$ cat config.mk
export PLATFORM = sky130hd
export DESIGN_NAME = data_mem
export DESIGN_NICKNAME = d
export VERILOG_FILES = /design/src/design/cpu_pkg.sv /design/src/design/data_mem.sv
export SDC_FILE = /design/constraint.sdc
export NUM_CORES = 2
export LEC_CHECK = 0
export BUFFER_PORTS_ARGS = -buffer_cell sky130_fd_sc_hd__buf_2
export CAP_MARGIN = 30
export CORE_MARGIN = 4
export CORE_UTILIZATION = 50
export DETAILED_ROUTE_END_ITERATION = 16
export MAX_ROUTING_LAYER = met4
export PLACE_DENSITY = 0.66
export SYNTH_ARGS = -nofsm -noshare
export SYNTH_HDL_FRONTEND = slang
export SYNTH_SLANG_ARGS = --single-unit
$ cat constraint.sdc
create_clock -name clk -period 10.82 [get_ports clk]
set_clock_uncertainty 0.2 [all_clocks]
set_input_delay 0.541 -clock clk [delete_from_list [all_inputs] [get_ports clk]]
set_output_delay 0.541 -clock clk [all_outputs]
set_load 0.005 [all_outputs]
$ cat src/design/cpu_pkg.sv
package cpu_pkg;

	// Datapath and storage sizes
	localparam int xlen       = 32;
	localparam int reg_addr_w = 5;
	localparam int dm_words   = 64;
	localparam int dm_addr_w  = 6;

	// Primary opcodes, MIPS encoding
	typedef enum logic [5:0] {
		op_special = 6'h00,
		op_j       = 6'h02,
		op_beq     = 6'h04,
		op_bne     = 6'h05,
		op_addiu   = 6'h09,
		op_andi    = 6'h0c,
		op_ori     = 6'h0d,
		op_lui     = 6'h0f,
		op_lw      = 6'h23,
		op_sw      = 6'h2b
	} opcode_t;

	// Function codes under op_special
	typedef enum logic [5:0] {
		fn_addu = 6'h21,
		fn_subu = 6'h23,
		fn_and  = 6'h24,
		fn_or   = 6'h25,
		fn_slt  = 6'h2a
	} funct_t;

	typedef enum logic [2:0] {
		alu_add,
		alu_sub,
		alu_and,
		alu_or,
		alu_slt,
		alu_lui
	} alu_op_t;

	typedef enum logic [1:0] {
		ext_zero,
		ext_sign
	} ext_mode_t;

	typedef struct packed {
		opcode_t                opcode;
		logic [reg_addr_w-1:0]  rs;
		logic [reg_addr_w-1:0]  rt;
		logic [reg_addr_w-1:0]  rd;
		logic [4:0]             shamt;
		funct_t                 funct;
	} r_fields_t;

	typedef struct packed {
		opcode_t                opcode;
		logic [reg_addr_w-1:0]  rs;
		logic [reg_addr_w-1:0]  rt;
		logic [15:0]            imm16;
	} i_fields_t;

	// One instruction word seen either way; jump target is bits 25:0
	typedef union packed {
		r_fields_t r_fields;
		i_fields_t i_fields;
	} instr_t;

endpackage
$ cat src/design/data_mem.sv
module data_mem (
	input  logic                     clk,
	input  logic [cpu_pkg::xlen-1:0] addr,
	input  logic                     we,
	input  logic [cpu_pkg::xlen-1:0] wdata,
	output logic [cpu_pkg::xlen-1:0] rdata
);

	logic [cpu_pkg::xlen-1:0]      mem [cpu_pkg::dm_words];
	logic [cpu_pkg::dm_addr_w-1:0] word_idx;

	// Word index from the byte address, upper bits wrap
	assign word_idx = addr[cpu_pkg::dm_addr_w+1:2];

	always_ff @(posedge clk) begin
		if (we) begin
			mem[word_idx] <= wdata;
		end
	end

	assign rdata = mem[word_idx];

	a_store_aligned: assert property (@(posedge clk) we |-> (addr[1:0] == 2'b00));

endmodule

==> results.json <==
{
  "antenna_found_initial": 21,
  "ant_nets": 0,
  "finalPower_mw": 16.2,
  "root_buffer": "clkbuf_16",
  "rows": 144,
  "die_height_um": 404,
  "synth.avg_cell_area_um2": 18.6,
  "drive_gt1_frac": 0.184,
  "endpoint_kind": "output pin",
  "synth_common_cells": "edfxtp_1 (2048), mux2i_1 (259), a22oi_1 (188)",
  "final-hold-violation-count": 0,
  "ir_drop_mv": 0.177,
  "dp_hpwl_um": 115000,
  "holdWs_ps": 163,
  "period_minus_slack_ps": 5840,
  "post_cts_buffers": 0,
  "hold_path_class": "primary input to register",
  "cp_data_required_time_ps": 10080,
  "rsz0062_at_grt": "no",
  "cts_num_sinks": 2048,
  "netlist.area_leader.share": 0.786,
  "syn_nets": 4273,
  "cts_tree": "yes",
  "yosys_register_bits": 2048,
  "gp_congestion": 0.869,
  "fp.coreArea_um2": 155000,
  "initialDrtViolationCount": 6237,
  "portBuffers": 71,
  "drv_cap": 0,
  "synth_most_common_cell": "edfxtp_1",
  "crit_fanout": 54,
  "clockBufferDepth": 3,
  "grt_max_degree": 122,
  "remaining_drc_errors": 0,
  "vias": 43062,
  "synth.distinct_cells": 55,
  "finalMaxSlewViolations": 0,
  "initial_core_util": 0.506,
  "die_x_um": 404,
  "wl_um": 214000,
  "dieArea_um2": 163000,
  "synthArstFlopShare": 0,
  "grt_pass1_wl_um": 304000,
  "grt_usage": 0.268,
  "maxSlewHeadroom": 0.278,
  "critPathLaunchType": "primary input",
  "leakagePower_nw": 28.2,
  "largest_reg_flops": 2048,
  "syn_inst": 4207,
  "powerDensity_nw_per_um2": 184,
  "setup_violations": 0,
  "regMostFlops": "mem",
  "synth_top_area_cell": "edfxtp_1",
  "grt_pass1_vias": 41456,
  "period_share": 0.540,
  "synth-edff-count": 2048,
  "fin_setup_tns_ps": 0,
  "clkSlewWorstSetupHoldPaths_ps": 60,
  "overflow": 0,
  "top_regs": "mem: 2048 flops",
  "cts_buffers": 198,
  "worst-setup-path-type": "primary input to output pin",
  "ys.flop_type": "edfxtp_1",
  "arrival_ps": 5100,
  "yosys_warnings": 0,
  "ios": 98,
  "fillCellCount": 11460,
  "max_freq_ghz": 0.171,
  "wire_per_inst_um": 32.5,
  "synthTopCellsByArea": "edfxtp_1 (79%), mux2i_1 (3.3%), mux4_2 (2.8%)",
  "dr.pass1.iters": 6,
  "outcome": "finished clean",
  "final_nets": 4419,
  "syn_area_um2": 78300,
  "viasPerCell": 6.55,
  "tightest_slew_ps": 1080,
  "h-tree-depth": 4,
  "ys_seq_area_frac": 0.786,
  "area_delta_synth_final_pct": 12.6
}
path summary, 6_finish.rpt:
path / endpoint / slack (ps) / from / depth (start not counted)
max: rdata[12] / 4980 / addr[2] / 10
min: mem[29][26]$_DFFE_PP_ / 160 / wdata[26] / 2
power by group:
part	internal [mW]	switching, mW	total [mW]
Sequential	8.79	0.0115	8.80
Clock	3.65	2.90	6.55
Combinational	0.263	0.633	0.896
Total	12.7	3.54	16.2
worst max-delay path: stages:
cell,delay (ps)
buf_8,460
buf_4,610
buf_4,470
and3b_1,410
buf_4,360
a22oi_1,200
a31oi_1,180
a2111oi_2,920
nand3_1,500
buf_2,270
kinds of logic after synthesis:
family                 after synthesis  synth area share
DFF                               2048             0.786
muxes                              502            0.0819
buffers and inverters              300            0.0170
and+or+nand+nor                    424            0.0283
AOI/OAI and AO/OA                  933            0.0873
cells in the final DEF, fill, tap and decap left out, types with 27 or more instances in the layout:
cell,instances
a21oi_1,121
a221oi_1,175
a22o_1,66
a22oi_1,188
a31oi_1,43
and3_1,85
buf_2,68
buf_4,157
clkbuf_1,52
clkbuf_16,201
clkinv_1,58
clkinv_2,30
edfxtp_1,2048
mux2_2,147
mux2i_1,259
mux4_2,96
nand2_1,27
nand3_1,53
nor2_1,76
nor2_4,67
o21ai_0,84
o22a_1,70
o22ai_1,93
layer usage:
metal,track usage,wire (µm),share of wire
met4,0.105,9000,0.042
met2,0.393,97200,0.45
met3,0.0549,23600,0.11
met1,0.373,84100,0.39
met5,-,0,0
metrics by stage:
step / cell area, µm² / setup slack (ps) / instances / utilization
final: 88200 / 4980 / 6579 / 0.570
after global routing: 88200 / 4900 / 6578 / 0.570
after CTS: 88000 / 5010 / 6554 / 0.569
after detailed placement: 81900 / 5010 / 6189 / 0.529
after global placement: 81800 / 4970 / 6181 / 0.528
after floorplan: 78300 / 6840 / 4207 / -
area by class of cell:
class | count | area [µm²] | share of cell area
flip-flops and latches | 2048 | 61500 | 0.698
multi-input cells | 1859 | 16100 | 0.183
clock buffers | 253 | 5230 | 0.0593
well taps | 2044 | 2560 | 0.0290
repair buffers | 244 | 1820 | 0.0207
clock inverters | 111 | 895 | 0.0101
diodes | 18 | 45.0 | 0.000511
inverters | 2 | 15.0 | 0.000170
repair_timing:
action | 4_1_cts | 5_1_grt
setup endpoints to repair | 0 | 0
hold endpoints to repair | 26 | 7
resized for setup | 0 | 0
hold buffers | 1 | 3
No activity file was read; power rests on OpenSTA's default activity.
