<file path="config.mk">
export PLATFORM = sky130hd
export DESIGN_NAME = decoder_flat
export DESIGN_NICKNAME = d
export VERILOG_FILES = /design/src/design/cpu_pkg.sv /design/src/design/ctrl_if.sv /design/src/design/decoder.sv /design/src/flat_wrapper.sv
export SDC_FILE = /design/constraint.sdc
export NUM_CORES = 1
export LEC_CHECK = 0
export ABC_AREA = 1
export BUFFER_PORTS_ARGS = -buffer_cell sky130_fd_sc_hd__buf_2
export CAP_MARGIN = 15
export CORE_AREA = 2 2 39 41
export DETAILED_ROUTE_END_ITERATION = 8
export DIE_AREA = 0 0 41 43
export PLACE_DENSITY = 0.66
export SYNTH_ARGS = -nofsm -noshare
export SYNTH_HDL_FRONTEND = slang
export SYNTH_SLANG_ARGS = --single-unit
</file>
<file path="constraint.sdc">
create_clock -name vclk -period 1.2
set_input_delay 0.06 -clock vclk [all_inputs]
set_output_delay 0.06 -clock vclk [all_outputs]
set_load 0.02 [all_outputs]
</file>
<file path="src/design/cpu_pkg.sv">
package cpu_pkg;

	// Datapath and storage sizes
	localparam int xlen       = 32;
	localparam int reg_addr_w = 5;
	localparam int dm_words   = 64;
	localparam int dm_addr_w  = 6;

	// Primary opcodes, MIPS encoding
	typedef enum logic [5:0] {
		op_special = 6'h00,
		op_j       = 6'h02,
		op_beq     = 6'h04,
		op_bne     = 6'h05,
		op_addiu   = 6'h09,
		op_andi    = 6'h0c,
		op_ori     = 6'h0d,
		op_lui     = 6'h0f,
		op_lw      = 6'h23,
		op_sw      = 6'h2b
	} opcode_t;

	// Function codes under op_special
	typedef enum logic [5:0] {
		fn_addu = 6'h21,
		fn_subu = 6'h23,
		fn_and  = 6'h24,
		fn_or   = 6'h25,
		fn_slt  = 6'h2a
	} funct_t;

	typedef enum logic [2:0] {
		alu_add,
		alu_sub,
		alu_and,
		alu_or,
		alu_slt,
		alu_lui
	} alu_op_t;

	typedef enum logic [1:0] {
		ext_zero,
		ext_sign
	} ext_mode_t;

	typedef struct packed {
		opcode_t                opcode;
		logic [reg_addr_w-1:0]  rs;
		logic [reg_addr_w-1:0]  rt;
		logic [reg_addr_w-1:0]  rd;
		logic [4:0]             shamt;
		funct_t                 funct;
	} r_fields_t;

	typedef struct packed {
		opcode_t                opcode;
		logic [reg_addr_w-1:0]  rs;
		logic [reg_addr_w-1:0]  rt;
		logic [15:0]            imm16;
	} i_fields_t;

	// One instruction word seen either way; jump target is bits 25:0
	typedef union packed {
		r_fields_t r_fields;
		i_fields_t i_fields;
	} instr_t;

endpackage
</file>
<file path="src/design/ctrl_if.sv">
interface ctrl_if;

	cpu_pkg::alu_op_t   alu_op;
	cpu_pkg::ext_mode_t ext_mode;
	logic               alu_src_imm;
	logic               rf_we;
	logic               rf_dst_rd;
	logic               mem_to_reg;
	logic               dm_we;
	logic               is_branch;
	logic               branch_ne;
	logic               is_jump;

	modport src (
		output alu_op, ext_mode, alu_src_imm, rf_we, rf_dst_rd,
		       mem_to_reg, dm_we, is_branch, branch_ne, is_jump
	);

	modport exe (input alu_op, ext_mode, alu_src_imm);

	modport fetch (input is_branch, branch_ne, is_jump);

	modport wb (input rf_we, rf_dst_rd, mem_to_reg, dm_we);

endinterface

</file>
<file path="src/design/decoder.sv">
module decoder (
	input  logic            clk,
	input  logic            rst_n,
	input  cpu_pkg::instr_t instr,
	ctrl_if.src             ctrl
);

	always_comb begin
		// Default is a no-op
		ctrl.alu_op      = cpu_pkg::alu_add;
		ctrl.ext_mode    = cpu_pkg::ext_sign;
		ctrl.alu_src_imm = 1'b0;
		ctrl.rf_we       = 1'b0;
		ctrl.rf_dst_rd   = 1'b0;
		ctrl.mem_to_reg  = 1'b0;
		ctrl.dm_we       = 1'b0;
		ctrl.is_branch   = 1'b0;
		ctrl.branch_ne   = 1'b0;
		ctrl.is_jump     = 1'b0;

		case (instr.r_fields.opcode)
			cpu_pkg::op_special: begin
				ctrl.rf_dst_rd = 1'b1;
				ctrl.rf_we     = 1'b1;
				case (instr.r_fields.funct)
					cpu_pkg::fn_addu: ctrl.alu_op = cpu_pkg::alu_add;
					cpu_pkg::fn_subu: ctrl.alu_op = cpu_pkg::alu_sub;
					cpu_pkg::fn_and:  ctrl.alu_op = cpu_pkg::alu_and;
					cpu_pkg::fn_or:   ctrl.alu_op = cpu_pkg::alu_or;
					cpu_pkg::fn_slt:  ctrl.alu_op = cpu_pkg::alu_slt;
					// Unsupported function code retires as a no-op
					default:          ctrl.rf_we  = 1'b0;
				endcase
			end
			cpu_pkg::op_addiu: begin
				ctrl.alu_src_imm = 1'b1;
				ctrl.rf_we       = 1'b1;
			end
			cpu_pkg::op_andi, cpu_pkg::op_ori: begin
				ctrl.alu_op      = (instr.i_fields.opcode == cpu_pkg::op_andi) ?
				                   cpu_pkg::alu_and : cpu_pkg::alu_or;
				ctrl.ext_mode    = cpu_pkg::ext_zero;
				ctrl.alu_src_imm = 1'b1;
				ctrl.rf_we       = 1'b1;
			end
			cpu_pkg::op_lui: begin
				ctrl.alu_op      = cpu_pkg::alu_lui;
				ctrl.ext_mode    = cpu_pkg::ext_zero;
				ctrl.alu_src_imm = 1'b1;
				ctrl.rf_we       = 1'b1;
			end
			cpu_pkg::op_lw: begin
				ctrl.alu_src_imm = 1'b1;
				ctrl.mem_to_reg  = 1'b1;
				ctrl.rf_we       = 1'b1;
			end
			cpu_pkg::op_sw: begin
				ctrl.alu_src_imm = 1'b1;
				ctrl.dm_we       = 1'b1;
			end
			cpu_pkg::op_beq: ctrl.is_branch = 1'b1;
			cpu_pkg::op_bne: begin
				ctrl.is_branch = 1'b1;
				ctrl.branch_ne = 1'b1;
			end
			cpu_pkg::op_j: ctrl.is_jump = 1'b1;
			default: ;
		endcase

		// No state changes while in reset
		if (!rst_n) begin
			ctrl.rf_we = 1'b0;
			ctrl.dm_we = 1'b0;
		end
	end

	// A store and a register write can never retire in the same cycle
	a_we_exclusive: assert property (@(posedge clk) !(ctrl.rf_we && ctrl.dm_we));

endmodule

</file>
<file path="src/flat_wrapper.sv">
// flat-port wrapper written by rule: the top's interface ports become plain ports
module decoder_flat 
  (clk, rst_n, instr, ctrl_alu_op, ctrl_ext_mode, ctrl_alu_src_imm, ctrl_rf_we, ctrl_rf_dst_rd, ctrl_mem_to_reg, ctrl_dm_we, ctrl_is_branch, ctrl_branch_ne, ctrl_is_jump);
  ctrl_if ctrl_i ();
  input  logic clk;
  input  logic rst_n;
  input  cpu_pkg::instr_t instr;
  output wire logic [$bits(ctrl_i.alu_op)-1:0] ctrl_alu_op;
  output wire logic [$bits(ctrl_i.ext_mode)-1:0] ctrl_ext_mode;
  output wire logic [$bits(ctrl_i.alu_src_imm)-1:0] ctrl_alu_src_imm;
  output wire logic [$bits(ctrl_i.rf_we)-1:0] ctrl_rf_we;
  output wire logic [$bits(ctrl_i.rf_dst_rd)-1:0] ctrl_rf_dst_rd;
  output wire logic [$bits(ctrl_i.mem_to_reg)-1:0] ctrl_mem_to_reg;
  output wire logic [$bits(ctrl_i.dm_we)-1:0] ctrl_dm_we;
  output wire logic [$bits(ctrl_i.is_branch)-1:0] ctrl_is_branch;
  output wire logic [$bits(ctrl_i.branch_ne)-1:0] ctrl_branch_ne;
  output wire logic [$bits(ctrl_i.is_jump)-1:0] ctrl_is_jump;
  assign ctrl_alu_op = ctrl_i.alu_op;
  assign ctrl_ext_mode = ctrl_i.ext_mode;
  assign ctrl_alu_src_imm = ctrl_i.alu_src_imm;
  assign ctrl_rf_we = ctrl_i.rf_we;
  assign ctrl_rf_dst_rd = ctrl_i.rf_dst_rd;
  assign ctrl_mem_to_reg = ctrl_i.mem_to_reg;
  assign ctrl_dm_we = ctrl_i.dm_we;
  assign ctrl_is_branch = ctrl_i.is_branch;
  assign ctrl_branch_ne = ctrl_i.branch_ne;
  assign ctrl_is_jump = ctrl_i.is_jump;
  decoder u_core (.clk(clk), .rst_n(rst_n), .instr(instr), .ctrl(ctrl_i));
endmodule
</file>
==> results.cfg <==
[cells_and_area]
layout.core_utilization_pct = 31.6
final-instance-count-excl-fill = 96
multiInputGateArea_um2 = 254
nClkBuffers = 0
post-route-cell-area_um2 = 437
post_route_cells_drive_above_1_share_pct = 45.0
area_delta_synth_final_pct = 46.0
fillerInstances = 178
register_area_um2 = 0
finalNetCount = 116
sequential_cell_total = 0
antenna_cells = 0

[floorplanning]
std_cell_rows = 14
core_mm2 = 0.00138
initial_utilization_pct = 21.6
dieArea_mm2 = 0.00176
die_height_um = 43
die_width_um = 41
num_io_pins = 47

[worst_hold_path]
worst_hold_path.endpoint = ctrl_is_jump
hold_path_class = input pin to output port
hold_path_startpoint = instr[26]
hold_depth = 3

[logic_synthesis]
post-synth-top-area-fraction_pct = 11.3
synth.yosys.seq_area_share_pct = 0
adder_and_majority_gate_portion_of_the_synthesized_area_pct = 0
netlist_area_before_placement_um2 = 299
post_synth_num_cell_types = 18
synth_simple_gate_area_share_pct = 75.7
netlist_top_cells_area = inv_1 11%, nand2_1 11%, nor2_4 11%, nand3_1 10%, nor2_1 10%
synth-xor-area-share_pct = 0
synth_fp_nets = 90
synth_compound_area_share_pct = 7.95
synth_top_area_cell = inv_1
synth_top_family_by_area = simple AND/OR/NAND/NOR gates
yosysWarnings = 0
synth_mux_area_share_pct = 0
syn_area_per_cell_um2 = 5.34
cells_after_synth = 56

[global_route]
overflow = 0
grt_antenna_before_repair = 0
grt_first_pass_wirelength_um = 1170
first_global_vias = 316
grt_max_degree = 7
tot_gr_track_use_pct = 8.69

[sta]
setup_total_neg_slack_ns = 0
finalHoldWorstSlack_ns = 0.435
period_needed_ns = 1.04
layout_worst_path_cycle_share_pct = 86.7
hold_viol = 0
setup_ws_ns = 0.159
timing.fmax_mhz = 961
setup-violations-final = 0
timing.final.max_slew_violations = 0
grt_setup_unrepaired = false

[drt]
num_vias = 415
vias_per_cell = 4.32
first_iter_violations = 11
route.final.wire_length_um = 781
detail-route-antenna-nets = 0
drc = 0
drtPass1Iterations = 4
avgRoutedWirePerCell_um = 8.14

[clock_network]
post_cts.repair.setup_buffers = 0
cts_resized = 0
hold_fix_buffers_cts = 0

[placement]
placedInstanceArea_um2 = 437
placed_cells_incl_taps = 96
io_buffers = 25
dp_hpwl_um = 710
globalplace.congestion = 0.680
dp_worst_setup_slack_ns = 0.157

[power]
power.total_mw = 0.103
vdd.ir_drop.worst_mv = 0.0508
pwr_density_cell_mw_per_mm2 = 235
power_leakage_nw = 0.270

[worst_setup_path]
critPathCaptureType = output port
timing.critical_path.required_ns = 1.14
cp.arrival_ns = 0.98
timing.setup.critical_path_class = input pin to output port
path_max_fanout = 5
worst_setup_path_start_kind = input pin

[flow_run]
number_of_violations_of_the_max_capacitance_limit = 0

[run_status]
status = finished clean
==> cell type report <==
type | count | area share [%]
inverters | 10 | 8.60
repair buffers | 25 | 28.7
multi-input cells | 45 | 58.2
well taps | 16 | 4.58
==> worst max-delay path: stages <==
cell	delay, ns
buf_2	0.12
nor2_4	0.15
nand3_1	0.20
nor2_4	0.13
nor2_2	0.06
a21oi_2	0.10
buf_2	0.16
==> per-layer routing <==
layer	part of all wire [%]	vias to the layer above	global-route usage [%]	wire, um
li1	-	228	-	-
met1	42	176	12.0	325
met2	52	11	15.3	409
met3	5.9	0	0	46
met4	0	0	0	0
met5	0	-	0	0
==> cell usage after synthesis <==
| cell type | count |
|---|---|
| inv_1 | 9 |
| nand2_1 | 9 |
| nor2_1 | 8 |
| nand3_1 | 6 |
| nand3b_1 | 3 |
| nand4_1 | 3 |
| nor2_2 | 3 |
| nor2_4 | 3 |
| nand2_2 | 2 |
| nor3_1 | 2 |
| a21oi_2 | 1 |
| buf_4 | 1 |
| conb_1 | 1 |
| inv_2 | 1 |
| nand3_2 | 1 |
| nor4_1 | 1 |
| o211ai_1 | 1 |
| o31ai_1 | 1 |
==> worst max path at each step <==
stage	slack, ns	cells past startpoint	end	start
2_1_floorplan	0.25	3	ctrl_is_branch	instr[30]
3_3_place_gp	0.19	7	ctrl_rf_we	instr[30]
3_5_place_dp	0.16	7	ctrl_rf_we	instr[30]
4_1_cts	0.16	7	ctrl_rf_we	instr[30]
5_1_grt	0.06	6	ctrl_alu_op[0]	instr[30]
6_report	0.16	7	ctrl_rf_we	instr[30]
==> report_power, final <==
part           leakage, nW  switching, mW  internal (mW)
Combinational        0.270         0.0659         0.0366
Clock                    0              0              0
Sequential               0              0              0
==> layout by cell type, fill, tap and decap left out <==
| master | n |
|---|---|
| o31ai_1 | 1 |
| nor2_4 | 3 |
| nor2_2 | 3 |
| inv_1 | 9 |
| o211ai_1 | 1 |
| nor4_1 | 1 |
| a21oi_2 | 1 |
| nor2_1 | 8 |
| buf_2 | 25 |
| nand3_1 | 6 |
| nand3_2 | 1 |
| nand2_2 | 2 |
| conb_1 | 1 |
| nand2_1 | 9 |
| inv_2 | 1 |
| nand4_1 | 3 |
| nor3_1 | 2 |
| nand3b_1 | 3 |
==> logic make-up (layout without fill, tap and decap cells) <==
kind of cell    Yosys count  count (layout)
simple gates             41              41
buf+inv                  11              35
compound gates            3               3
other cells               1               1
No activity file was read; power rests on OpenSTA's default activity.
