[src/design/cpu_pkg.sv]
package cpu_pkg;

	// Datapath and storage sizes
	localparam int xlen       = 32;
	localparam int reg_addr_w = 5;
	localparam int dm_words   = 64;
	localparam int dm_addr_w  = 6;

	// Primary opcodes, MIPS encoding
	typedef enum logic [5:0] {
		op_special = 6'h00,
		op_j       = 6'h02,
		op_beq     = 6'h04,
		op_bne     = 6'h05,
		op_addiu   = 6'h09,
		op_andi    = 6'h0c,
		op_ori     = 6'h0d,
		op_lui     = 6'h0f,
		op_lw      = 6'h23,
		op_sw      = 6'h2b
	} opcode_t;

	// Function codes under op_special
	typedef enum logic [5:0] {
		fn_addu = 6'h21,
		fn_subu = 6'h23,
		fn_and  = 6'h24,
		fn_or   = 6'h25,
		fn_slt  = 6'h2a
	} funct_t;

	typedef enum logic [2:0] {
		alu_add,
		alu_sub,
		alu_and,
		alu_or,
		alu_slt,
		alu_lui
	} alu_op_t;

	typedef enum logic [1:0] {
		ext_zero,
		ext_sign
	} ext_mode_t;

	typedef struct packed {
		opcode_t                opcode;
		logic [reg_addr_w-1:0]  rs;
		logic [reg_addr_w-1:0]  rt;
		logic [reg_addr_w-1:0]  rd;
		logic [4:0]             shamt;
		funct_t                 funct;
	} r_fields_t;

	typedef struct packed {
		opcode_t                opcode;
		logic [reg_addr_w-1:0]  rs;
		logic [reg_addr_w-1:0]  rt;
		logic [15:0]            imm16;
	} i_fields_t;

	// One instruction word seen either way; jump target is bits 25:0
	typedef union packed {
		r_fields_t r_fields;
		i_fields_t i_fields;
	} instr_t;

endpackage
[src/design/ctrl_if.sv]
interface ctrl_if;

	cpu_pkg::alu_op_t   alu_op;
	cpu_pkg::ext_mode_t ext_mode;
	logic               alu_src_imm;
	logic               rf_we;
	logic               rf_dst_rd;
	logic               mem_to_reg;
	logic               dm_we;
	logic               is_branch;
	logic               branch_ne;
	logic               is_jump;

	modport src (
		output alu_op, ext_mode, alu_src_imm, rf_we, rf_dst_rd,
		       mem_to_reg, dm_we, is_branch, branch_ne, is_jump
	);

	modport exe (input alu_op, ext_mode, alu_src_imm);

	modport fetch (input is_branch, branch_ne, is_jump);

	modport wb (input rf_we, rf_dst_rd, mem_to_reg, dm_we);

endinterface

[src/design/fetch.sv]
module fetch (
	input  logic                     clk,
	input  logic                     rst_n,
	input  cpu_pkg::instr_t          instr,
	ctrl_if.fetch                    ctrl,
	input  logic                     equal,
	output logic [cpu_pkg::xlen-1:0] pc
);

	logic [cpu_pkg::xlen-1:0] pc_plus4;
	logic [cpu_pkg::xlen-1:0] br_target;
	logic [cpu_pkg::xlen-1:0] j_target;
	logic [cpu_pkg::xlen-1:0] next_pc;
	logic [15:0]              br_off;
	logic                     taken;

	assign pc_plus4 = pc + 32'd4;
	assign br_off   = instr.i_fields.imm16;

	// Word offset relative to the delay-free pc+4
	assign br_target = pc_plus4 + {{(cpu_pkg::xlen-18){br_off[15]}}, br_off, 2'b00};
	assign j_target  = {pc_plus4[31:28], instr[25:0], 2'b00};

	// bne inverts the equality test
	assign taken = ctrl.is_branch && (equal ^ ctrl.branch_ne);

	assign next_pc = ctrl.is_jump ? j_target :
	                 taken        ? br_target : pc_plus4;

	always_ff @(posedge clk) begin
		if (!rst_n) begin
			pc <= '0;
		end else begin
			pc <= next_pc;
		end
	end

	a_pc_aligned: assert property (@(posedge clk) disable iff (!rst_n) pc[1:0] == 2'b00);

endmodule

[src/flat_wrapper.sv]
// flat-port wrapper written by rule: the top's interface ports become plain ports
module fetch_flat 
  (clk, rst_n, instr, equal, pc, ctrl_is_branch, ctrl_branch_ne, ctrl_is_jump);
  ctrl_if ctrl_i ();
  input  logic clk;
  input  logic rst_n;
  input  cpu_pkg::instr_t instr;
  input  logic equal;
  output logic [cpu_pkg::xlen-1:0] pc;
  input wire logic [$bits(ctrl_i.is_branch)-1:0] ctrl_is_branch;
  input wire logic [$bits(ctrl_i.branch_ne)-1:0] ctrl_branch_ne;
  input wire logic [$bits(ctrl_i.is_jump)-1:0] ctrl_is_jump;
  assign ctrl_i.is_branch = ctrl_is_branch;
  assign ctrl_i.branch_ne = ctrl_branch_ne;
  assign ctrl_i.is_jump = ctrl_is_jump;
  fetch u_core (.clk(clk), .rst_n(rst_n), .instr(instr), .ctrl(ctrl_i), .equal(equal), .pc(pc));
endmodule
[config.mk]
export PLATFORM = sky130hd
export DESIGN_NAME = fetch_flat
export DESIGN_NICKNAME = d
export VERILOG_FILES = /design/src/design/cpu_pkg.sv /design/src/design/ctrl_if.sv /design/src/design/fetch.sv /design/src/flat_wrapper.sv
export SDC_FILE = /design/constraint.sdc
export NUM_CORES = 1
export LEC_CHECK = 0
export BUFFER_PORTS_ARGS = -buffer_cell sky130_fd_sc_hd__buf_4
export CAP_MARGIN = 20
export CORE_ASPECT_RATIO = 0.75
export CORE_MARGIN = 2
export CORE_UTILIZATION = 54
export CTS_BUF_LIST = sky130_fd_sc_hd__clkbuf_4
export DETAILED_ROUTE_END_ITERATION = 10
export HOLD_SLACK_MARGIN = 0.02
export PLACE_DENSITY = 0.82
export SETUP_SLACK_MARGIN = 0.4
export SYNTH_ARGS = -nofsm -noshare
export SYNTH_HDL_FRONTEND = slang
export SYNTH_SLANG_ARGS = --single-unit
[constraint.sdc]
create_clock -name clk -period 3.7 [get_ports clk]
set_input_delay 0 -clock clk [delete_from_list [all_inputs] [get_ports clk]]
set_output_delay 0 -clock clk [all_outputs]
set_load 0.02 [all_outputs]
==> results.txt <==
The TritonCTS sink count came out at 30. The placement-stage cell area came out at around 4200 um^2. The run finished with clean final reports. The area share of fa/ha/maj cells after synthesis came out at 0.1358.

The count of final hold-check violations came out at 0. The final count of pins violating max slew is 0. The initial antenna violation count was 0.

The switching power is 0.6517 mW. The sort of element at the end of the critical path is a register. The pin count of the biggest net entering global routing is 31. The worst pin sits at a relative slew slack of 0.5191. The final count of negative-setup-slack endpoints is 0. Of the total power, the share spent switching nets is 0.4529. The peak per-stage delay on the critical path is 0.55 ns. The detailed-placement wirelength estimate is 8821 um.

The die outline width came out at just under 100 um. The repair_antennas step left the layout with diodes totalling 0. The critical-path cell with the highest stage delay is or4_4.

Excluding fillers, the count of instances in the completed layout stands at 659. The buffering stage count on the worst path with inverters included came out at 0. The largest family of logic cells by synthesized area is compound AO/OA/AOI/OAI gates.

Once routing completed, OpenROAD measured the worst setup slack at between 0.1 and 0.15 ns. In this run the remaining antenna-violating nets after routing total 0. The last weighted congestion value of the routability-driven placer came out at 0.9644. The data required time at the worst endpoint came out at 3.93 ns. The die covers slightly above 7000 um^2. Across the whole layout, storage elements account for around 630 um^2. Counting I/O delays and the setup requirement, the final critical path takes 3.584 ns.

After routing, the total negative slack on setup checks comes to 0 ns. The DRC violation total after the first TritonRoute iteration is about 1000. The tool flagged a number of max-cap violations equal to 0. The async set-or-reset flop fraction in the synthesized netlist came out at 0. The clock buffer count from CTS is 5. The flop and latch count out of synthesis came out at 30. The critical path goes through and4_4, nand3_4, nor4_4, nor4b_4, nand4_1, xnor2_2, ha_1, o21a_1, o21ai_2, or4_4, o22ai_4, mux2i_1, a311o_1.

The post-route fraction of the period consumed by the critical path came out at 0.9686. The xor and xnor fraction of the mapped netlist area came out at 0.1178. The tightest min-delay check is of the in -> reg type. The layout overhead on the synthesized area is 41.72%. In the synthesized netlist the dominant register cell turns out to be dfxtp_1.

The leakage power total is 2.279 nW. The number of global-route vias before repair is 3865. The count of nets after finishing is 653. The post-route DRC violation count is 0. On the critical path the largest part of the delay comes from simple AND/OR/NAND/NOR gates.

The internal power came out at 0.7872 mW. The fill cell instance count of the final layout came out at between 300 and 400. The share of power burned in the clock network is 0.147. At the placement stage, the worst setup path has a slack of approximately 0.056 ns. The unique cell type count in the Yosys netlist came out at 69. The synthesis warning total came out at 0. The clock latency at the later pin of the worst-skew pair is 0.35 ns. IR analysis of the VDD net gives a maximum drop of 161.9 uV. Clock tree synthesis selected as its root buffer the cell clkbuf_4.

Derived from the worst setup path, the maximum achievable clock frequency is 279.0 MHz. The number of I/O pins is 70. In the global route stage, overall resource usage came out at 0.3333. The portion of synthesized area spent on multiplexers is 0.01759. The number of enable-type register cells in the synthesized netlist is 0. STA classifies the critical path startpoint as a register. The power after layout is roughly 1.4 mW. The post-synthesis area per instance came out at 7.733 um^2. The sequential cell fraction of total power is 0.273. Summing all non-filler instances in the final layout gives an area of ~5000 um^2. The compound-gate portion of the synthesized area came to 0.2680. The cell count after synthesis is 460. The register name with the most flops is u_core.pc. In the final layout, the registers with the most flip-flops are u_core.pc x30. The post-synthesis simple-gate area fraction came out at 0.2522. The number of flip-flops under the largest register name is 30. The area of the placeable core is 6350 um^2.

The worst-case clock buffer depth is 2. TritonCTS built the clock tree. The die is 74.29 um tall. The slew at the pin with the worst max-slew slack came out at between 0.7 and 0.8 ns. The endpoint arrival time on the critical path is roughly 3.8 ns. The initial utilization of the core area, before any placement, comes to 0.5602.

The area of the mapped netlist is 3557 um^2. The multi-input logic area came out at between 3000 and 4000 um^2. Dividing the detail-routed via count by the number of cells gives 6.979. The remaining global-route overflow came out at 0.

The count of standard-cell rows came out at 25. In the final layout, the share of cells above drive strength 1 is 0.3287. The final clock skew came out at 0.01781 ns. The share of the Yosys chip area taken by registers is 0.1688.

The classification of the worst setup path is reg -> reg. After detailed routing, the average wire length per cell comes to ~22 um. Setup repair after global routing could not meet its margin everywhere.

The number of vias in the routed layout came out at between 4000 and 5000. Dividing total power by cell area gives a power density of 285.4 nW/um^2. The number of iterations in the first detailed-routing pass came out at 7. Clock-pin slew was measured on the worst setup and hold paths at 0.11 ns. The maximum fanout along the worst path is 6.

The number of placed cells counting well taps is 602. The detailed-route wire length is 14500 um. During placement, the flow inserted port buffers numbering 61. The power share of the combinational group is 0.580. The first global-routing pass estimated 19360 um of wire.

The number of levels the H-tree was split into came out at 2.
[per-stage QoR]
stage | hold slack (ns) | util
2_1_floorplan | 0.1344 | -
3_3_place_gp | 0.2259 | 0.6617
3_5_place_dp | 0.2370 | 0.6617
4_1_cts | 0.02364 | 0.7308
5_1_grt | 0.04498 | 0.7939
6_report | 0.03716 | 0.7939
[worst paths after layout]
check / endpoint / start / cells past startpoint / slack (ns)
min reg2reg: u_core.pc[7]$_SDFF_PN0_ / u_core.pc[7]$_SDFF_PN0_ / 3 / 0.63
max: u_core.pc[30]$_SDFF_PN0_ / u_core.pc[5]$_SDFF_PN0_ / 13 / 0.12
max reg2reg: u_core.pc[30]$_SDFF_PN0_ / u_core.pc[5]$_SDFF_PN0_ / 13 / 0.12
min: u_core.pc[21]$_SDFF_PN0_ / instr[19] / 3 / 0.04
[cell usage after synthesis, types with 4 or more instances]
| library cell | number | area, um^2 |
|---|---|---|
| ha_1 | 37 | 462.9 |
| mux2i_1 | 4 | 40.04 |
| nor3_1 | 13 | 65.06 |
| nor2_1 | 30 | 112.6 |
| o22ai_1 | 4 | 25.02 |
| inv_1 | 10 | 37.54 |
| buf_2 | 5 | 25.02 |
| dfxtp_1 | 30 | 600.6 |
| and3_1 | 8 | 50.05 |
| xor2_1 | 19 | 166.4 |
| a311oi_1 | 4 | 35.03 |
| nand4_1 | 20 | 125.1 |
| a21o_1 | 19 | 142.6 |
| clkbuf_1 | 8 | 30.03 |
| and4_1 | 5 | 43.79 |
| xnor2_1 | 27 | 236.5 |
| a21oi_1 | 51 | 255.2 |
| or3_1 | 4 | 25.02 |
| o21ai_0 | 19 | 95.09 |
| nand2_1 | 43 | 161.4 |
| o221ai_1 | 4 | 35.03 |
| nand3_1 | 19 | 95.09 |
| a211oi_1 | 5 | 37.54 |
| nor4_1 | 4 | 25.02 |
| o211ai_1 | 5 | 37.54 |
[power by group through the flow]
stage	clock, mW	combinational (mW)	sequential, mW
2_1_floorplan	0	0.404	0.425
3_3_place_gp	0	0.628	0.396
3_5_place_dp	0	0.647	0.397
4_1_cts	0.199	0.699	0.389
5_1_grt	0.220	0.870	0.396
6_report	0.212	0.835	0.392
[layer usage]
| metal | track usage | wire length [um] | vias to the layer above |
|---|---|---|---|
| li1 | - | - | 1968 |
| met3 | 0.07331 | 1996 | 117 |
| met2 | 0.5111 | 6116 | 414 |
| met5 | 0 | 0 | - |
| met4 | 0.1080 | 774 | 0 |
| met1 | 0.4710 | 5615 | 2100 |
[worst min-delay path, cell delays in order]
cell,delay (ns)
buf_4,0.08
o221ai_1,0.11
a21oi_1,0.15
[cell usage in the layout (no fill, tap or decap), drive strengths merged, types with 3 or more instances in the layout]
cell type	netlist	final
clkbuf	9	6
or3	4	4
xor2	19	19
nor3	13	13
and3	9	9
dfxtp	30	30
o22ai	4	4
buf	9	107
nand2	45	45
a21oi	51	51
o211ai	5	5
dlygate4sd3	0	21
a211oi	6	6
inv	10	10
a311oi	4	4
o21bai	3	3
nand3	21	21
o221ai	4	4
o211a	3	3
ha	37	37
and4	6	6
o21ai	23	23
a31oi	3	3
nand4	20	20
mux2i	4	4
xnor2	28	28
nor4	5	5
a21o	19	19
nor2	30	30
[logic make-up after synthesis]
logic type | Yosys count
other cells | 1
simple gates | 166
fa+ha+maj | 38
buf+inv | 29
xor+xnor | 47
flops | 30
compound gates | 143
mux | 6
[final cells by class]
type | instances | share of cell area
clock buffer | 6 | 0.008935
clock inverter | 2 | 0.001737
inverter | 10 | 0.007446
sequential | 30 | 0.1256
tap | 81 | 0.02010
timing repair buffer | 128 | 0.2018
multi-input combinational | 402 | 0.6344
[repair_timing]
item                                   CTS  global route
setup buffers                           15            13
setup endpoints to repair               10            14
endpoints found under the hold margin   19             1
resized for setup                       16            52
pin swaps                               17            32
hold buffers                            20             1
Power figures use the tool's default switching activity.
