[config.mk]
export PLATFORM = sky130hd
export DESIGN_NAME = reg_file
export DESIGN_NICKNAME = d
export VERILOG_FILES = /design/src/design/cpu_pkg.sv /design/src/design/reg_file.sv
export SDC_FILE = /design/constraint.sdc
export NUM_CORES = 1
export LEC_CHECK = 0
export BUFFER_PORTS_ARGS = -buffer_cell sky130_fd_sc_hd__buf_4
export CAP_MARGIN = 15
export CORE_ASPECT_RATIO = 1.5
export CORE_MARGIN = 2
export CORE_UTILIZATION = 55
export CTS_CLUSTER_DIAMETER = 30
export DETAILED_ROUTE_END_ITERATION = 8
export PLACE_DENSITY_LB_ADDON = 0.08
export RECOVER_POWER = 50
export SLEW_MARGIN = 15
export SYNTH_ARGS = -nofsm -noshare
export SYNTH_HDL_FRONTEND = slang
export SYNTH_SLANG_ARGS = --single-unit
[constraint.sdc]
create_clock -name clk -period 3.8 [get_ports clk]
set_input_delay 0.57 -clock clk [delete_from_list [all_inputs] [get_ports clk]]
set_output_delay 0.57 -clock clk [all_outputs]
set_load 0.01 [all_outputs]
[src/design/cpu_pkg.sv]
package cpu_pkg;

	// Datapath and storage sizes
	localparam int xlen       = 32;
	localparam int reg_addr_w = 5;
	localparam int dm_words   = 64;
	localparam int dm_addr_w  = 6;

	// Primary opcodes, MIPS encoding
	typedef enum logic [5:0] {
		op_special = 6'h00,
		op_j       = 6'h02,
		op_beq     = 6'h04,
		op_bne     = 6'h05,
		op_addiu   = 6'h09,
		op_andi    = 6'h0c,
		op_ori     = 6'h0d,
		op_lui     = 6'h0f,
		op_lw      = 6'h23,
		op_sw      = 6'h2b
	} opcode_t;

	// Function codes under op_special
	typedef enum logic [5:0] {
		fn_addu = 6'h21,
		fn_subu = 6'h23,
		fn_and  = 6'h24,
		fn_or   = 6'h25,
		fn_slt  = 6'h2a
	} funct_t;

	typedef enum logic [2:0] {
		alu_add,
		alu_sub,
		alu_and,
		alu_or,
		alu_slt,
		alu_lui
	} alu_op_t;

	typedef enum logic [1:0] {
		ext_zero,
		ext_sign
	} ext_mode_t;

	typedef struct packed {
		opcode_t                opcode;
		logic [reg_addr_w-1:0]  rs;
		logic [reg_addr_w-1:0]  rt;
		logic [reg_addr_w-1:0]  rd;
		logic [4:0]             shamt;
		funct_t                 funct;
	} r_fields_t;

	typedef struct packed {
		opcode_t                opcode;
		logic [reg_addr_w-1:0]  rs;
		logic [reg_addr_w-1:0]  rt;
		logic [15:0]            imm16;
	} i_fields_t;

	// One instruction word seen either way; jump target is bits 25:0
	typedef union packed {
		r_fields_t r_fields;
		i_fields_t i_fields;
	} instr_t;

endpackage
[src/design/reg_file.sv]
module reg_file (
	input  logic                           clk,
	input  logic [cpu_pkg::reg_addr_w-1:0] raddr1,
	input  logic [cpu_pkg::reg_addr_w-1:0] raddr2,
	input  logic [cpu_pkg::reg_addr_w-1:0] waddr,
	input  logic                           we,
	input  logic [cpu_pkg::xlen-1:0]       wdata,
	output logic [cpu_pkg::xlen-1:0]       rdata1,
	output logic [cpu_pkg::xlen-1:0]       rdata2
);

	logic [cpu_pkg::xlen-1:0] regs [1 << cpu_pkg::reg_addr_w];

	// Register 0 is never stored, so a write to it just drops
	always_ff @(posedge clk) begin
		if (we && (waddr != '0)) begin
			regs[waddr] <= wdata;
		end
	end

	// Combinational reads, $zero forced
	assign rdata1 = (raddr1 == '0) ? '0 : regs[raddr1];
	assign rdata2 = (raddr2 == '0) ? '0 : regs[raddr2];

	a_waddr_known: assert property (@(posedge clk) we |-> !$isunknown(waddr));

endmodule

==> results.py, run 1 <==
metrics = {
    "power_and_ir_drop": {
        "p_switching_w": 0.00671,
        "leakagePower_nw": 18.9,
        "vdd_drop_max_uv": 515,
        "seq_power_share_pct": 43.6,
        "pwr-share-clk_pct": 48.3,
        "combPwrFrac_pct": 8.1,
        "p_int_w": 0.0224,
        "switching_share_pct": 23.0,
        "power.density_nw_per_um2": 517,
    },
    "place": {
        "gp_congestion": 0.860,
        "placed_cell_area_um2": 51400,
        "dp_cells": 3803,
        "dp_hpwl_mm": 86.2,
        "io_buffers": 112,
    },
    "floorplan": {
        "fp.dieH_um": 366,
        "fp.dieW_um": 245,
        "io_pins": 113,
        "design.die.area_um2": 89600,
        "initial_core_util_pct": 55.5,
        "fp.coreArea_um2": 86400,
        "num_rows": 132,
    },
    "setup_path": {
        "critPathTopFamily": "compound AO/OA/AOI/OAI gates",
        "critPathLaunch": "raddr2[1]",
        "slowest_stage": "or3b_4",
        "worstSetupStartpointType": "input pin",
        "worstSetupPathDepth": 7,
        "path_class": "in -> out",
        "endpoint": "rdata2[19]",
        "path_buf_inv": 3,
        "required_ns": 3.23,
        "arrival_ns": 3.03,
        "crit_chain": "buf_6 -> or3b_4 -> o221ai_1 -> a21oi_1 -> a211oi_1 -> buf_4 -> buf_4",
        "crit_path_max_incr_delay_ns": 0.82,
        "worst_setup_path_end_kind": "primary output",
        "crit_path_max_fanout": 47,
        "cp_common_cell": "buf_4",
    },
    "grt": {
        "grt_pass1_wl_mm": 217,
        "antenna_found_initial": 2,
        "grt_pass1_vias": 30564,
        "grt_max_degree": 61,
        "grt_overflow": 0,
        "grtUsageTotal_pct": 35.0,
    },
    "layout": {
        "final_cell_mix": "1024 x edfxtp_1, 320 x mux2i_1, 298 x mux4_2, 197 x buf_4, 154 x clkbuf_16",
        "drive_gt1_share_pct": 31.6,
        "reg_top3": "regs: 1024 flops",
        "largest_register_ffs": 1024,
        "final_common_cell": "edfxtp_1",
        "area_growth_pct": 17.6,
        "fin_cells": 4073,
        "regMostFlops": "regs",
        "final_nets": 2864,
        "fin_area_um2": 56400,
    },
    "logic_synthesis": {
        "ys_ff_latch": 1024,
        "synth.distinct_cells": 38,
        "synth_top_flop_cell": "edfxtp_1",
        "synth_seq_area_share_pct": 64.2,
        "syn_area_per_cell_um2": 18.7,
        "syn_area_um2": 47900,
        "synthArstFlopShare_pct": 0,
        "yosys_warnings": 0,
        "netlist_instances": 2564,
        "synth-edff-count": 1024,
    },
    "detailed_routing": {
        "ant_nets": 0,
        "dr.pass1.iters": 5,
        "wl_mm": 155,
        "vias": 29908,
        "routed_via_density": 7.34,
        "drtIter0Drc": 4010,
        "drc": 0,
        "wl_per_cell_um": 38.1,
    },
    "sta": {
        "maxSlewHeadroom_pct": -23.1,
        "post-route-min-period_ns": 3.60,
        "rsz0062_at_grt": "false",
        "worst_pin_slew_ns": 1.85,
        "whs_ns": 0.594,
        "finalCritPeriodShare_pct": 94.7,
        "timing.fmax_mhz": 278,
        "finalSetupTns_ns": 0,
        "hold_viol_final": 0,
        "finalSetupViolations": 0,
        "maxSlewViolCount": 16,
    },
    "cts": {
        "cts.sinks": 1024,
        "cts_resized": 0,
        "h-tree-depth": 4,
        "hold_buffers": 0,
        "root_buffer": "clkbuf_16",
        "clk_path_buf_depth": 3,
        "post-cts-setup-buffer-count": 0,
        "cts_tree": "built",
        "numCtsBuffers": 149,
        "cts.clk_slew.worst_paths_ns": 0.06,
    },
    "outcome": {
        "status": "finished with violations",
        "violations": "max-capacitance violations, max-slew violations",
    },
    "hold_path": {
        "min_path_type": "in -> reg",
    },
    "run": {
        "drv_cap": 1,
    },
}
==> Yosys cell counts, types with 3 or more instances <==
library cell	number	share of area, %
nor2_1	36	0.28
o221ai_1	64	1.2
buf_4	51	0.80
o21ai_0	51	0.53
a221oi_1	36	0.66
nand4_1	32	0.42
a211oi_1	64	1.0
edfxtp_1	1024	64
mux4_1	54	3.0
buf_1	3	0.023
a311oi_1	32	0.58
mux4_2	298	14
mux2_2	64	1.5
buf_6	12	0.28
clkbuf_1	98	0.77
or3b_2	3	0.055
buf_2	51	0.53
mux2i_1	320	6.7
a22oi_1	64	1.0
a21oi_1	32	0.33
o2111ai_1	9	0.16
a221oi_2	19	0.60
nor2b_1	37	0.48
nand2_1	83	0.65
nand3b_1	6	0.094
o21ai_1	4	0.042
==> power groups by stage <==
stage / clock network, W / logic (W) / registers [W]
after floorplan: 0 / 0.00134 / 0.0129
after global placement: 0 / 0.00231 / 0.0129
after detailed placement: 0 / 0.00234 / 0.0129
after CTS: 0.0142 / 0.00235 / 0.0127
after global routing: 0.0146 / 0.00245 / 0.0127
final: 0.0141 / 0.00236 / 0.0127
==> stage by stage <==
stage	util (%)	power, W	setup WS, ns
final	65.3	0.0291	0.202
after global routing	65.3	0.0298	0.0844
after CTS	65.4	0.0292	0.235
after detailed placement	59.5	0.0152	0.263
after global placement	59.5	0.0152	0.297
after floorplan	-	0.0142	0.810
==> layout make-up <==
cell class | count | area [um2]
clock buffers | 160 | 3880
clock inverters | 109 | 1250
diodes | 1 | 2.50
inverters | 2 | 8.76
well taps | 1139 | 1430
fillers | 5833 | 30000
multi-input cells | 1353 | 16400
flip-flops and latches | 1024 | 30700
repair buffers | 285 | 2630
==> worst min-delay path by stage <==
stage                   start           end  slack, ns  depth (start not counted)
CTS                 wdata[17]   regs[8][17]       0.16                          1
detailed placement  wdata[17]  regs[10][17]       0.98                          1
floorplan            wdata[0]    regs[0][0]       0.67                          0
global placement     wdata[1]    regs[2][1]       0.97                          1
finish               waddr[3]  regs[16][22]       0.59                          3
global route         waddr[3]  regs[16][22]       0.59                          3
==> cells by family after synthesis <==
family / synth area share [%]
compound gates: 6.09
other cells: 0.00782
flops: 64.2
simple gates: 2.17
mux: 25.1
buf+inv: 2.44
==> routing by layer <==
metal / track usage (%) / part of all wire [%]
met4: 16.7 / 4.9
met3: 7.93 / 11
met1: 45.5 / 36
met2: 56.4 / 48
met5: 0 / 0.0064
Power figures use the tool's default switching activity.
==> run 2: changes to the inputs <==
--- a/config.mk
+++ b/config.mk
@@ -8,7 +8,6 @@
 export BUFFER_PORTS_ARGS = -buffer_cell sky130_fd_sc_hd__buf_4
 export CAP_MARGIN = 15
 export CORE_ASPECT_RATIO = 1.5
-export CORE_MARGIN = 2
 export CORE_UTILIZATION = 55
 export CTS_CLUSTER_DIAMETER = 30
 export DETAILED_ROUTE_END_ITERATION = 8
==> run 2 against run 1 <==
  * The flow now finishes without violations
  * Sequential power about the same
  * Critical path depth unchanged
  * Combinational power about the same
  * Final cell count up 0.42%
  * Die area down 1.4%
  * Via count up 1.3%
  * First-iteration DRC count up 9.4%
  * Worst hold slack worse by 0.031 ns
  * Non-clock buffer count down 5
==> results.py, run 2 (synthesis gave the netlist of run 1 again) <==
metrics = {
    "setup_path": {
        "path_class": "in -> out",
        "required_ns": 3.23,
        "critPathLaunch": "raddr2[1]",
        "arrival_ns": 3.08,
        "endpoint": "rdata2[2]",
        "worstSetupStartpointType": "input pin",
        "crit_path_max_fanout": 47,
        "worst_setup_path_end_kind": "primary output",
    },
    "sta": {
        "rsz0062_at_grt": "false",
        "maxSlewViolCount": 0,
        "hold_viol_final": 0,
        "finalCritPeriodShare_pct": 96.0,
        "worst_pin_slew_ns": 1.42,
        "finalSetupTns_ns": 0,
        "post-route-min-period_ns": 3.65,
        "finalSetupViolations": 0,
        "timing.fmax_mhz": 274,
        "maxSlewHeadroom_pct": 5.12,
    },
    "layout": {
        "final_common_cell": "edfxtp_1",
        "fin_cells": 4090,
        "multi_input_area_um2": 16400,
        "largest_register_ffs": 1024,
        "num-fill-cells": 5898,
        "drive_gt1_share_pct": 31.8,
        "final_cell_mix": "1024 x edfxtp_1, 320 x mux2i_1, 298 x mux4_2, 193 x buf_4, 157 x clkbuf_16",
        "area_growth_pct": 18.0,
        "regArea_um2": 30700,
        "regMostFlops": "regs",
        "final_nets": 2867,
        "reg_top3": "regs: 1024 flops",
    },
    "cts": {
        "cts.sinks": 1024,
        "numCtsBuffers": 157,
        "post-cts-setup-buffer-count": 0,
        "cts_resized": 0,
        "clk_path_buf_depth": 3,
        "cts_tree": "built",
        "hold_buffers": 0,
        "h-tree-depth": 4,
        "cts.clk_slew.worst_paths_ns": 0.05,
        "root_buffer": "clkbuf_16",
    },
    "floorplan": {
        "num_rows": 132,
        "fp.coreArea_um2": 86400,
        "io_pins": 113,
        "fp.dieH_um": 364,
        "fp.dieW_um": 243,
        "initial_core_util_pct": 55.5,
        "design.die.area_um2": 88400,
    },
    "detailed_routing": {
        "dr.pass1.iters": 6,
        "routed_via_density": 7.41,
        "drc": 0,
        "ant_nets": 0,
        "wl_met3_mm": 18.1,
        "wl_met1_mm": 56.5,
        "vias": 30303,
        "highest_layer": "met5",
        "wl_mm": 158,
        "wl_met2_mm": 76.0,
        "wl_per_cell_um": 38.6,
        "drtIter0Drc": 4386,
    },
    "power_and_ir_drop": {
        "vdd_drop_max_uv": 528,
        "power.density_nw_per_um2": 525,
        "leakagePower_nw": 19.0,
    },
    "grt": {
        "grt_overflow": 0,
        "grt_pass1_wl_mm": 221,
        "grtUsageTotal_pct": 36.1,
        "antenna_found_initial": 2,
        "grt_max_degree": 57,
        "grt_pass1_vias": 30872,
    },
    "place": {
        "dp_hpwl_mm": 86.1,
        "dp_cells": 3798,
        "io_buffers": 112,
        "gp_congestion": 0.852,
    },
    "hold_path": {
        "min_path_type": "in -> reg",
        "min_path_cells": 3,
    },
    "outcome": {
        "status": "complete, no violations",
    },
    "run": {
        "drv_cap": 0,
    },
}
run 2: worst min-delay path by stage:
stage / from / endpoint
4_1_cts: wdata[1] / regs[17][1]
3_5_place_dp: wdata[2] / regs[31][2]
3_3_place_gp: wdata[30] / regs[25][30]
6_report: waddr[2] / regs[16][20]
5_1_grt: waddr[2] / regs[16][15]
2_1_floorplan: wdata[0] / regs[0][0]
run 2: area by class of cell:
class / count / share of cell area, %
Clock buffer: 167 / 7.01
Tap cell: 1139 / 2.52
Sequential cell: 1024 / 54.4
Clock inverter: 124 / 2.51
Inverter: 2 / 0.0155
Antenna cell: 1 / 0.00442
Timing Repair Buffer: 280 / 4.57
Multi-Input combinational cell: 1353 / 29.0
run 2: critical path: stages:
cell      delay, ns
buf_6          0.25
or3b_4         0.81
o221ai_1       0.35
a21oi_1        0.07
a211oi_1       0.63
buf_4          0.23
buf_4          0.11
run 2: report_power, final:
group | internal, W | leakage, nW | switching (W)
clock | 0.00917 | 2.57 | 0.00545
combinational | 0.000967 | 7.15 | 0.00140
sequential | 0.0126 | 9.25 | 0.0000762
total | 0.0228 | 19.0 | 0.00693
run 2: metrics by stage:
step	worst slack, ns	utilization (%)	total power (W)	hold slack, ns	area, um2
floorplan	0.810	-	0.0142	0.669	48000
global placement	0.207	59.4	0.0152	0.970	51300
detailed placement	0.196	59.4	0.0153	0.982	51300
CTS	0.182	65.7	0.0297	0.157	56700
global route	0.138	65.5	0.0303	0.541	56600
finish	0.150	65.5	0.0297	0.563	56600
run 2: layer usage:
metal  vias to the layer above  track usage [%]
met5                         -                0
met4                         4             16.3
met3                       473             8.13
met2                      2335             57.8
met1                     15883             47.5
li1                      11608                -
